<file path="config.mk">
export PLATFORM = sky130hd
export DESIGN_NAME = core_matrix
export DESIGN_NICKNAME = d
export VERILOG_FILES = /design/src/common/ising_pkg.sv /design/src/core_matrix.sv /design/src/coupled_cell.sv /design/src/coupled_col.sv /design/src/spin_delay_line.sv /design/src/spin_update.sv /design/src/weight_addr_decode.sv
export SDC_FILE = /design/constraint.sdc
export NUM_CORES = 2
export LEC_CHECK = 0
export BUFFER_PORTS_ARGS = -buffer_cell sky130_fd_sc_hd__buf_2
export CELL_PAD_IN_SITES_DETAIL_PLACEMENT = 1
export CELL_PAD_IN_SITES_GLOBAL_PLACEMENT = 2
export CORE_UTILIZATION = 35
export DETAILED_ROUTE_END_ITERATION = 10
export HOLD_SLACK_MARGIN = 0.12
export PLACE_DENSITY = 0.71
export SLEW_MARGIN = 20
export SYNTH_ARGS = -nofsm -noshare
export SYNTH_HDL_FRONTEND = slang
export SYNTH_SLANG_ARGS = --single-unit
</file>
<file path="constraint.sdc">
create_clock -name clk -period 13.04 [get_ports clk]
set_input_delay 0.652 -clock clk [delete_from_list [all_inputs] [get_ports clk]]
set_output_delay 0.652 -clock clk [all_outputs]
set_load 0.05 [all_outputs]
</file>
<file path="src/common/ising_pkg.sv">
// Ising array package with bus widths, the weight address tag, the write struct and FSM states.

package ising_pkg;

    // bits 31:24 of a bus address must carry this value to reach the weights.
    localparam logic [7:0] WEIGHT_ADDR_TAG = 8'hA5;

    // bus side vectors.
    typedef logic [31:0] addr_t;
    typedef logic [31:0] data_t;

    // unsigned weight code as it sits in a cell.
    typedef logic [7:0] weight_code_t;

    // signed sum of weighted spins seen by one destination spin.
    typedef logic signed [15:0] field_t;

    // spin index as carried in the address fields.
    typedef logic [10:0] index_t;

    // one weight write, tag check already applied to en.
    typedef struct packed {
        logic         en;
        index_t       src;  // address bits 12:2.
        index_t       dst;  // address bits 23:13.
        weight_code_t code;
    } coupling_wr_t;

    // spin update control.
    typedef enum logic {
        HOLD,
        RUN
    } run_state_t;

endpackage

</file>
<file path="src/core_matrix.sv">
// Ising core top level with the weight decoder, coupling columns, spin register and delay line.

`timescale 1ns/100ps

module core_matrix #(
    parameter int N           = 8,
    parameter int NUM_WEIGHTS = 5,
    parameter int WIRE_DELAY  = 20
) (
    input  logic              clk,
    input  logic              arst_n,
    input  logic              ising_rstn,
    output logic [N-1:0]      outputs_ver,
    output logic [N-1:0]      outputs_hor,
    input  logic              wready,
    input  ising_pkg::addr_t  wr_addr,
    input  ising_pkg::data_t  wdata,
    input  ising_pkg::addr_t  rd_addr,
    output ising_pkg::data_t  rdata
);

    ising_pkg::coupling_wr_t                wr;
    ising_pkg::weight_code_t [N-1:0][N-1:0] all_codes;
    ising_pkg::field_t [N-1:0]              fields;
    logic                                   clear;

    weight_addr_decode #(
        .N (N)
    ) i_decode (
        .clk       (clk),
        .arst_n    (arst_n),
        .wready    (wready),
        .wr_addr   (wr_addr),
        .wdata     (wdata),
        .rd_addr   (rd_addr),
        .all_codes (all_codes),
        .wr        (wr),
        .rdata     (rdata)
    );

    // column k sums the delayed spins into the field of spin k.
    for (genvar k = 0; k < N; k++) begin : g_col
        coupled_col #(
            .N           (N),
            .K           (k),
            .NUM_WEIGHTS (NUM_WEIGHTS)
        ) i_col (
            .clk    (clk),
            .arst_n (arst_n),
            .wr     (wr),
            .spins  (outputs_ver),
            .field  (fields[k]),
            .codes  (all_codes[k])
        );
    end

    spin_update #(
        .N (N)
    ) i_update (
        .clk        (clk),
        .arst_n     (arst_n),
        .ising_rstn (ising_rstn),
        .fields     (fields),
        .spins      (outputs_hor),
        .clear      (clear)
    );

    spin_delay_line #(
        .N          (N),
        .WIRE_DELAY (WIRE_DELAY)
    ) i_delay (
        .clk       (clk),
        .arst_n    (arst_n),
        .clear     (clear),
        .spins_in  (outputs_hor),
        .spins_out (outputs_ver)
    );

endmodule

</file>
<file path="src/coupled_cell.sv">
// Coupling cell with one clipped weight register and its signed field contribution.

`timescale 1ns/100ps

module coupled_cell #(
    parameter int NUM_WEIGHTS = 5
) (
    input  logic                     clk,
    input  logic                     arst_n,
    input  logic                     wr_en,
    input  ising_pkg::weight_code_t  wr_code,
    input  logic                     spin,
    input  ising_pkg::field_t        field_in,
    output ising_pkg::field_t        field_out,
    output ising_pkg::weight_code_t  code
);

    localparam ising_pkg::weight_code_t MAX_CODE = ising_pkg::weight_code_t'(NUM_WEIGHTS - 1);
    localparam ising_pkg::weight_code_t MID_CODE =
        ising_pkg::weight_code_t'((NUM_WEIGHTS - 1) / 2);

    ising_pkg::weight_code_t code_q;
    ising_pkg::weight_code_t code_clipped;
    ising_pkg::field_t       weight;

    assign code_clipped = (wr_code > MAX_CODE) ? MAX_CODE : wr_code;

    always_ff @(posedge clk or negedge arst_n) begin
        if (!arst_n) begin
            code_q <= MID_CODE;  // midpoint code is a zero weight.
        end else if (wr_en) begin
            code_q <= code_clipped;
        end
    end

    // code minus midpoint, so the code range is centred on zero.
    assign weight = ising_pkg::field_t'({8'd0, code_q})
                  - ising_pkg::field_t'({8'd0, MID_CODE});

    // a high spin counts as +1, a low spin as -1.
    assign field_out = spin ? (field_in + weight) : (field_in - weight);

    assign code = code_q;

    a_code_in_range: assert property (
        @(posedge clk) disable iff (!arst_n)
        code_q <= MAX_CODE
    ) else $error("weight code %0d above %0d", code_q, MAX_CODE);

endmodule

</file>
<file path="src/coupled_col.sv">
// Coupling column of N cells that forms the local field of one destination spin.

`timescale 1ns/100ps

module coupled_col #(
    parameter int N           = 8,
    parameter int K           = 0,
    parameter int NUM_WEIGHTS = 5
) (
    input  logic                                clk,
    input  logic                                arst_n,
    input  ising_pkg::coupling_wr_t             wr,
    input  logic [N-1:0]                        spins,
    output ising_pkg::field_t                   field,
    output ising_pkg::weight_code_t [N-1:0]     codes
);

    localparam int IDX_W = (N > 1) ? $clog2(N) : 1;

    logic                          col_sel;
    logic [N-1:0]                  cell_wr;
    ising_pkg::field_t [N:0]       partial;

    // only the low index bits take part in the match.
    assign col_sel = wr.en && (wr.dst[IDX_W-1:0] == IDX_W'(K));

    assign partial[0] = '0;

    for (genvar j = 0; j < N; j++) begin : g_cell
        assign cell_wr[j] = col_sel && (wr.src[IDX_W-1:0] == IDX_W'(j));

        coupled_cell #(
            .NUM_WEIGHTS (NUM_WEIGHTS)
        ) i_cell (
            .clk       (clk),
            .arst_n    (arst_n),
            .wr_en     (cell_wr[j]),
            .wr_code   (wr.code),
            .spin      (spins[j]),
            .field_in  (partial[j]),
            .field_out (partial[j+1]),
            .code      (codes[j])
        );
    end

    assign field = partial[N];  // sum over every source spin.

endmodule

</file>
<file path="src/spin_delay_line.sv">
// Spin feedback delay line of WIRE_DELAY register stages with synchronous clear.

`timescale 1ns/100ps

module spin_delay_line #(
    parameter int N          = 8,
    parameter int WIRE_DELAY = 20
) (
    input  logic         clk,
    input  logic         arst_n,
    input  logic         clear,
    input  logic [N-1:0] spins_in,
    output logic [N-1:0] spins_out
);

    logic [WIRE_DELAY-1:0][N-1:0] stage_q;

    always_ff @(posedge clk or negedge arst_n) begin
        if (!arst_n) begin
            stage_q <= '0;
        end else if (clear) begin
            stage_q <= '0;
        end else begin
            stage_q[0] <= spins_in;
            for (int i = 1; i < WIRE_DELAY; i++) begin
                stage_q[i] <= stage_q[i-1];
            end
        end
    end

    assign spins_out = stage_q[WIRE_DELAY-1];  // spins from WIRE_DELAY cycles ago.

endmodule

</file>
<file path="src/spin_update.sv">
// Spin register with HOLD/RUN control and the sign update from the local fields.

`timescale 1ns/100ps

module spin_update #(
    parameter int N = 8
) (
    input  logic                          clk,
    input  logic                          arst_n,
    input  logic                          ising_rstn,
    input  ising_pkg::field_t [N-1:0]     fields,
    output logic [N-1:0]                  spins,
    output logic                          clear
);

    localparam int FIELD_MSB = $bits(ising_pkg::field_t) - 1;

    ising_pkg::run_state_t state_q;
    logic [N-1:0]          spins_q;

    always_ff @(posedge clk or negedge arst_n) begin
        if (!arst_n) begin
            state_q <= ising_pkg::HOLD;
        end else begin
            state_q <= ising_rstn ? ising_pkg::RUN : ising_pkg::HOLD;
        end
    end

    // a low run enable clears on the same edge, not one state later.
    assign clear = (state_q == ising_pkg::HOLD) || !ising_rstn;

    always_ff @(posedge clk or negedge arst_n) begin
        if (!arst_n) begin
            spins_q <= '0;
        end else if (clear) begin
            spins_q <= '0;
        end else begin
            for (int k = 0; k < N; k++) begin
                if (fields[k] != '0) begin
                    spins_q[k] <= ~fields[k][FIELD_MSB];  // a zero field keeps the spin.
                end
            end
        end
    end

    assign spins = spins_q;

    a_fields_known: assert property (
        @(posedge clk) disable iff (!arst_n)
        (state_q == ising_pkg::RUN) |-> !$isunknown(fields)
    ) else $error("unknown bits on local fields while running");

endmodule

</file>
<file path="src/weight_addr_decode.sv">
// Weight bus decoder with tag check, write struct generation and registered read mux.

`timescale 1ns/100ps

module weight_addr_decode #(
    parameter int N = 8
) (
    input  logic                                   clk,
    input  logic                                   arst_n,
    input  logic                                   wready,
    input  ising_pkg::addr_t                       wr_addr,
    input  ising_pkg::data_t                       wdata,
    input  ising_pkg::addr_t                       rd_addr,
    input  ising_pkg::weight_code_t [N-1:0][N-1:0] all_codes,
    output ising_pkg::coupling_wr_t                wr,
    output ising_pkg::data_t                       rdata
);

    localparam int IDX_W = (N > 1) ? $clog2(N) : 1;

    logic                    rd_hit;
    ising_pkg::index_t       rd_src;
    ising_pkg::index_t       rd_dst;
    ising_pkg::weight_code_t rd_code;
    ising_pkg::data_t        rdata_q;

    assign wr.en   = wready && (wr_addr[31:24] == ising_pkg::WEIGHT_ADDR_TAG);
    assign wr.src  = wr_addr[12:2];
    assign wr.dst  = wr_addr[23:13];
    assign wr.code = wdata[7:0];

    // read side is decoded on its own, so a read and a write may share a cycle.
    assign rd_hit  = (rd_addr[31:24] == ising_pkg::WEIGHT_ADDR_TAG);
    assign rd_src  = rd_addr[12:2];
    assign rd_dst  = rd_addr[23:13];
    assign rd_code = all_codes[rd_dst[IDX_W-1:0]][rd_src[IDX_W-1:0]];

    always_ff @(posedge clk or negedge arst_n) begin
        if (!arst_n) begin
            rdata_q <= '0;
        end else begin
            rdata_q <= rd_hit ? {24'd0, rd_code} : '0;  // codes sampled before a same-cycle write.
        end
    end

    assign rdata = rdata_q;

    a_wr_needs_strobe: assert property (
        @(posedge clk) disable iff (!arst_n)
        wr.en |-> wready
    ) else $error("weight write without wready");

endmodule

</file>
## Yosys cells after proc, flatten, opt, wreduce, memory -nomap -nowiden

Cells that the tools add are included.

- Bits in registers: 689
- Input bits: 100
- Output and inout bits: 48
- Word-level logic and storage cells: 480

- $add $sub $neg: 184
- $lt $le $gt $ge: 3
- Equality and inequality tests: 16
- Mux-type cells: 81
- Bitwise operators: 9
- Reduce and logical (&&, ||, !) cells: 93

Operators with widths:

| operator | number |
|---|---|
| two-way mux 16 bit | 64 |
| adder 16 x 9 -> 16 bit | 56 |
| subtractor 16 x 9 -> 16 bit | 56 |
| subtractor 8 x 2 -> 9 bit (second input constant) | 64 |
| binary-select mux 64 bit (select 3 bit) | 1 |
| two-way mux 160 bit | 1 |
| nonzero test 16 bit | 8 |
| subtractor 1 x 9 -> 10 bit (first input constant) | 8 |
| logical AND 1 bit | 73 |
| two-way mux 64 bit | 1 |
| two-way mux 8 bit | 4 |
| binary-select mux 8 bit (select 3 bit) | 1 |
| equality test 3 bit (second input constant) | 8 |
| equality test 8 bit (second input constant) | 2 |
| nonzero test 2 bit | 8 |
| equality test 3 x 2 -> 1 bit (second input constant) | 4 |
| two-way mux 1 bit | 9 |
| NOT 1 bit | 9 |
| greater-than comparator 8 x 3 -> 1 bit (second input constant) | 1 |
| less-than comparator 3 x 4 -> 1 bit (second input constant) | 2 |
| equality test 3 x 1 -> 1 bit (second input constant) | 2 |
| zero test 3 bit | 2 |
| zero test 1 bit | 1 |
| logical OR 1 bit | 1 |

## Longest topological paths before layout

- Word-level depth: 20
- Mapped depth: 51
- Gate-level depth less buffers: 49

## Cells and area by module

From an unflattened synthesis, not the netlist that was laid out.

- Cell total of the unflattened synthesis: 12152
- Area total of the unflattened synthesis: 102831.1 µm²

By module, submodules not included:

| module | times used | cells an instance | area an instance (µm²) | seq. area each (µm²) |
|---|---|---|---|---|
| coupled_cell (g_col[1].i_col.g_cell[2].i_cell ...) | 46 | 178 | 1432.6 | 201.4 |
| coupled_cell (g_col[0].i_col.g_cell[0].i_cell ...) | 16 | 171 | 1421.4 | 201.4 |
| spin_delay_line | 1 | 345 | 5167.5 | 4003.8 |
| weight_addr_decode | 1 | 376 | 4824.6 | 200.2 |
| coupled_cell (g_col[6].i_col.g_cell[7].i_cell) | 1 | 177 | 1470.2 | 201.4 |
| coupled_cell (g_col[3].i_col.g_cell[7].i_cell) | 1 | 164 | 1360.1 | 201.4 |
| spin_update | 1 | 58 | 539.3 | 225.2 |
| coupled_col (g_col[3].i_col ...) | 3 | 13 | 107.6 | 0.0 |
| coupled_col (g_col[1].i_col ...) | 3 | 14 | 100.1 | 0.0 |
| coupled_col (g_col[7].i_col) | 1 | 13 | 105.1 | 0.0 |
| coupled_col (g_col[0].i_col) | 1 | 14 | 98.8 | 0.0 |

## Worst setup path before layout

Ideal clock, no wire load.

- Path type: flip-flop to flip-flop
- Start point: reg i_delay.stage_q, in the netlist i_delay.spins_out[0]
- End point: reg i_update.spins_q[5], in the netlist i_update.spins[5]
- Library setup time: 87 ps
- Data arrival time: 9662 ps
- Required time: 12953 ps
- Setup slack: 3291 ps
- Stages on the path, launching flop included: 45
- Buffers on the path: 5
- Clock period less this slack: 9749 ps
- Cell sequence: dfrtp_1 > clkbuf_1 > clkbuf_1 > buf_1 > clkbuf_1 > buf_1 > nor2_1 > a21oi_1 > ha_1 > a21o_1 > a21oi_1 > nor2b_1 > o21a_1 > nor2_1 > xnor2_1 > ha_1 > a21o_1 > a31o_2 > (+9 left out) > xnor2_1 > ha_1 > a21oi_1 > o21ai_0 > xor2_1 > ha_1 > a21o_1 > a21oi_1 > xnor2_1 > ha_1 > and3_1 > or3b_2 > a21oi_1 > nor4_1 > xnor2_1 > xnor3_1 > xnor3_1 > a211oi_2

- Cells in the longest elaborated chain, start to end: 18
- Elaborated cells between the ends (all ways): 27
- Classes of those cells: 14 x add/sub; 10 x mux; 1 x bitwise; 2 x reduce/logical

Ends and longest elaborated chain:

| what | line | text |
|---|---|---|
| start, declared | spin_delay_line.sv:16 | `logic [WIRE_DELAY-1:0][N-1:0] stage_q;` |
| start signal, assigned by index | spin_delay_line.sv:26 | `stage_q[i] <= stage_q[i-1];` |
| two-way mux 16 bit (*) | coupled_cell.sv:41 | `assign field_out = spin ? (field_in + weight) : (field_in - weight);` |
| subtractor 16 x 9 -> 16 bit or adder 16 x 9 -> 16 bit (tied branches) | coupled_cell.sv:41 |  |
| two-way mux 16 bit (*) | coupled_cell.sv:41 |  |
| subtractor 16 x 9 -> 16 bit or adder 16 x 9 -> 16 bit (tied branches) | coupled_cell.sv:41 |  |
| two-way mux 16 bit (*) | coupled_cell.sv:41 |  |
| subtractor 16 x 9 -> 16 bit or adder 16 x 9 -> 16 bit (tied branches) | coupled_cell.sv:41 |  |
| two-way mux 16 bit (*) | coupled_cell.sv:41 |  |
| subtractor 16 x 9 -> 16 bit or adder 16 x 9 -> 16 bit (tied branches) | coupled_cell.sv:41 |  |
| two-way mux 16 bit (*) | coupled_cell.sv:41 |  |
| subtractor 16 x 9 -> 16 bit or adder 16 x 9 -> 16 bit (tied branches) | coupled_cell.sv:41 |  |
| two-way mux 16 bit (*) | coupled_cell.sv:41 |  |
| subtractor 16 x 9 -> 16 bit or adder 16 x 9 -> 16 bit (tied branches) | coupled_cell.sv:41 |  |
| two-way mux 16 bit (*) | coupled_cell.sv:41 |  |
| subtractor 16 x 9 -> 16 bit or adder 16 x 9 -> 16 bit (tied branches) | coupled_cell.sv:41 |  |
| two-way mux 16 bit (*) | coupled_cell.sv:41 |  |
| branches (longest 3 deep; another with nonzero test 16 bit) | - |  |
| end signal, assigned by index | spin_update.sv:40 | `spins_q[k] <= ~fields[k][FIELD_MSB];` |
| end, declared | spin_update.sv:19 | `logic [N-1:0] spins_q;` |

Mark *: on every way between the ends. The select of a mux whose other input is x is not followed.
A chain may end at the register's enable or synchronous reset.

## Worst setup path after layout

- Start point: reg i_delay.stage_q, in the netlist i_delay.spins_out[0]
- End point: reg i_update.spins_q[6], in the netlist i_update.spins[6]

The elaborated chain is that of the path after synthesis.

==> flow_summary.yaml <==
run_status:
  status: "completed"
cts:
  insertion_delay_ns: 0.74
  numCtsBuffers: 86
  cts_tree: "done"
  cts_max_path_buffers: 3
  postCtsResizedCells: 0
  clk_pin_slew_worst_paths_ns: 0.06
  post_cts_buffers: 0
  htree_levels: 3
  cts-root-buf: "clkbuf_16"
  clock-sinks: 689
  ctsHoldBuffers: 1
place:
  gp_congestion: 0.8771
  port_buffers: 63
  pre_cts_ws_ns: 1.869
  post-dp-hpwl_um: 239700
  placement.cell_area_sq_mm: 0.08804
synthesis:
  async_flop_share_pct: 100.0
  yosys_warnings: 0
  ys_top_cells_by_area: "dfrtp_1 18%, ha_1 15%, xnor2_1 11%"
  syn_area_sq_mm: 0.08483
  synth_ff_type: "dfrtp_1"
  synth_top_area_share_pct: 18.44
  synth_top_area_cell: "dfrtp_1"
  synth_cells: 10160
  synth-seq-cells: 689
  avgSynthCellArea_sq_um: 8.353
  synth_seq_area_share_pct: 20.42
  synth_edf_count: 0
  yosysUniqueCellTypes: 108
worst_setup_path:
  arrival_ns: 11.58
  worst-setup-path-type: "reg2reg"
  worstPathRequired_ns: 13.65
  slowest_delay_ns: 0.85
  path_max_fanout: 47
  slowest_stage: "dfrtp_4"
  critical_path.most_common_cell: "xnor2_1"
  critPathCaptureType: "flip-flop"
  crit_path_start_kind: "flip-flop"
global_route:
  grt_overflow: 0
  first_global_vias: 76140
  antenna_found_initial: 40
  grt_max_degree: 145
  track_usage_pct: 23.53
  grt_first_pass_wirelength_um: 446300
floorplan:
  initial_core_util_pct: 35.24
  dieArea_sq_mm: 0.2443
  ios: 148
  core_area_sq_mm: 0.2408
  rows: 180
  die_w_um: 494.3
  dieHeight_um: 494.3
sta:
  fin_crit_ns: 10.97
  rsz0062_at_grt: "false"
  worst_pin_slew_ns: 1.136
  fin_skew_ns: 0.03350
  fin_crit_sh_pct: 84.14
  fmax_mhz: 91.14
  final.setup.tns_ns: 0
  drv_slew: 0
  setup_slack_ns: 2.068
  slew-limit-headroom_pct: 24.29
  setup-violations-final: 0
  hold_viol: 0
cells_and_area:
  utilization_pct: 37.85
  area_growth_pct: 7.426
  fin_area_sq_mm: 0.09113
  nets: 11140
  drive_gt1_share_pct: 7.221
  layout_common_cells: "1052 x xnor2_1, 1032 x ha_1, 873 x a21oi_1"
  layout_commonest_cell: "xnor2_1"
drt:
  vias_per_cell: 5.602
  drt-wirelength-per-cell_um: 22.20
  dr.pass1.iters: 7
  wl_um: 293800
  drtIter0Drc: 3998
  drc_errors: 0
  vias: 74150
  drt.antenna.violating_nets: 0
power_and_ir_drop:
  ir_drop_v: 0.00008990
  p_leak_nw: 41.33
  finalPower_mw: 5.926
  power.density_mw_per_mm2: 65.03
worst_hold_path:
  hp-class: "in2reg"
flow_run:
  maxCapViolCount: 0
[synthesized netlist by cell type, types with 77 or more instances]
master / number
nor2_1: 749
o21bai_1: 199
o22ai_1: 90
a21o_1: 222
or3_1: 83
dfrtp_1: 625
nand2_1: 732
nor4_1: 77
clkbuf_1: 303
o21a_1: 92
nand3_1: 101
a31oi_1: 168
xnor2_1: 1052
nor2b_1: 134
mux4_2: 167
and3_1: 236
o21ai_0: 590
ha_1: 1032
nor3_1: 271
inv_1: 509
xor2_1: 366
and2_1: 315
a21oi_1: 873
[cells by family after synthesis]
group	synth area share (%)
AOI/OAI and AO/OA	19.61
xor gates and xnor gates	15.22
other	0.004421
adders and majority gates	16.54
and+or+nand+nor	18.14
muxes	5.732
DFF	20.42
buffers and inverters	4.339
[sequential cells by signal (all words and copies together), names as in the netlist]
register	count
i_decode.rdata	8
i_delay.spins_out	8
i_delay.stage_q	152
i_update.spins	8
g_col.i_col.g_cell.i_cell.code	512
i_update.state_q	1
[power breakdown]
group          switching [mW]  total (mW)  internal [mW]
clock network            1.09        2.58           1.49
logic                   0.729        1.19          0.457
registers              0.0165        2.16           2.15
[path summary, 6_finish.rpt]
kind,depth (start not counted),to,start,slack (ns)
setup / recovery,40,i_update.spins[6],i_delay.spins_out[0],2.07
hold / removal,4,i_decode.rdata[0],rd_addr[28],0.37
setup reg to reg,40,i_update.spins[6],i_delay.spins_out[0],2.07
hold reg to reg,1,i_delay.stage_q[74],i_delay.stage_q[66],0.47
max in group asynchronous,5,i_delay.stage_q[11],arst_n,9.67
min in group asynchronous,2,g_col[5].i_col.g_cell[0].i_cell.code[3],arst_n,0.52
[per-layer routing]
layer	track usage, %	share of wire [%]	routed length (um)
met1	29.28	43	126200
met2	42.53	51	148500
met3	1.609	3.2	9475
met4	8.249	3.2	9541
met5	0	0.0095	28
[through the flow]
step / hold WS (ns) / cells
final: 0.3679 / 13240
after global placement: 0.4536 / 13050
after global routing: 0.3884 / 13230
after detailed placement: 0.4590 / 13050
after CTS: 0.3090 / 13210
after floorplan: 0.3564 / 10180
[worst max-delay path, delay by kind of cell (launching register included)]
kind	cells	cell delay, ns
XOR/XNOR	11	2.44
AO/OA/AOI/OAI	14	2.98
flip-flops	1	0.85
adder cells (fa/ha/maj)	7	2.57
buffers and inverters	1	0.48
AND/OR/NAND/NOR	7	1.49
[layout make-up]
class	instances	area (sq um)
antenna	25	62.56
tap	3185	3985
multi-input combinational	8553	64040
sequential	689	17360
clock inverter	45	614.3
fill	28310	149600
inverter	512	1922
timing repair buffer	114	765.7
clock buffer	113	2384
(Power assumes the default switching activity.)
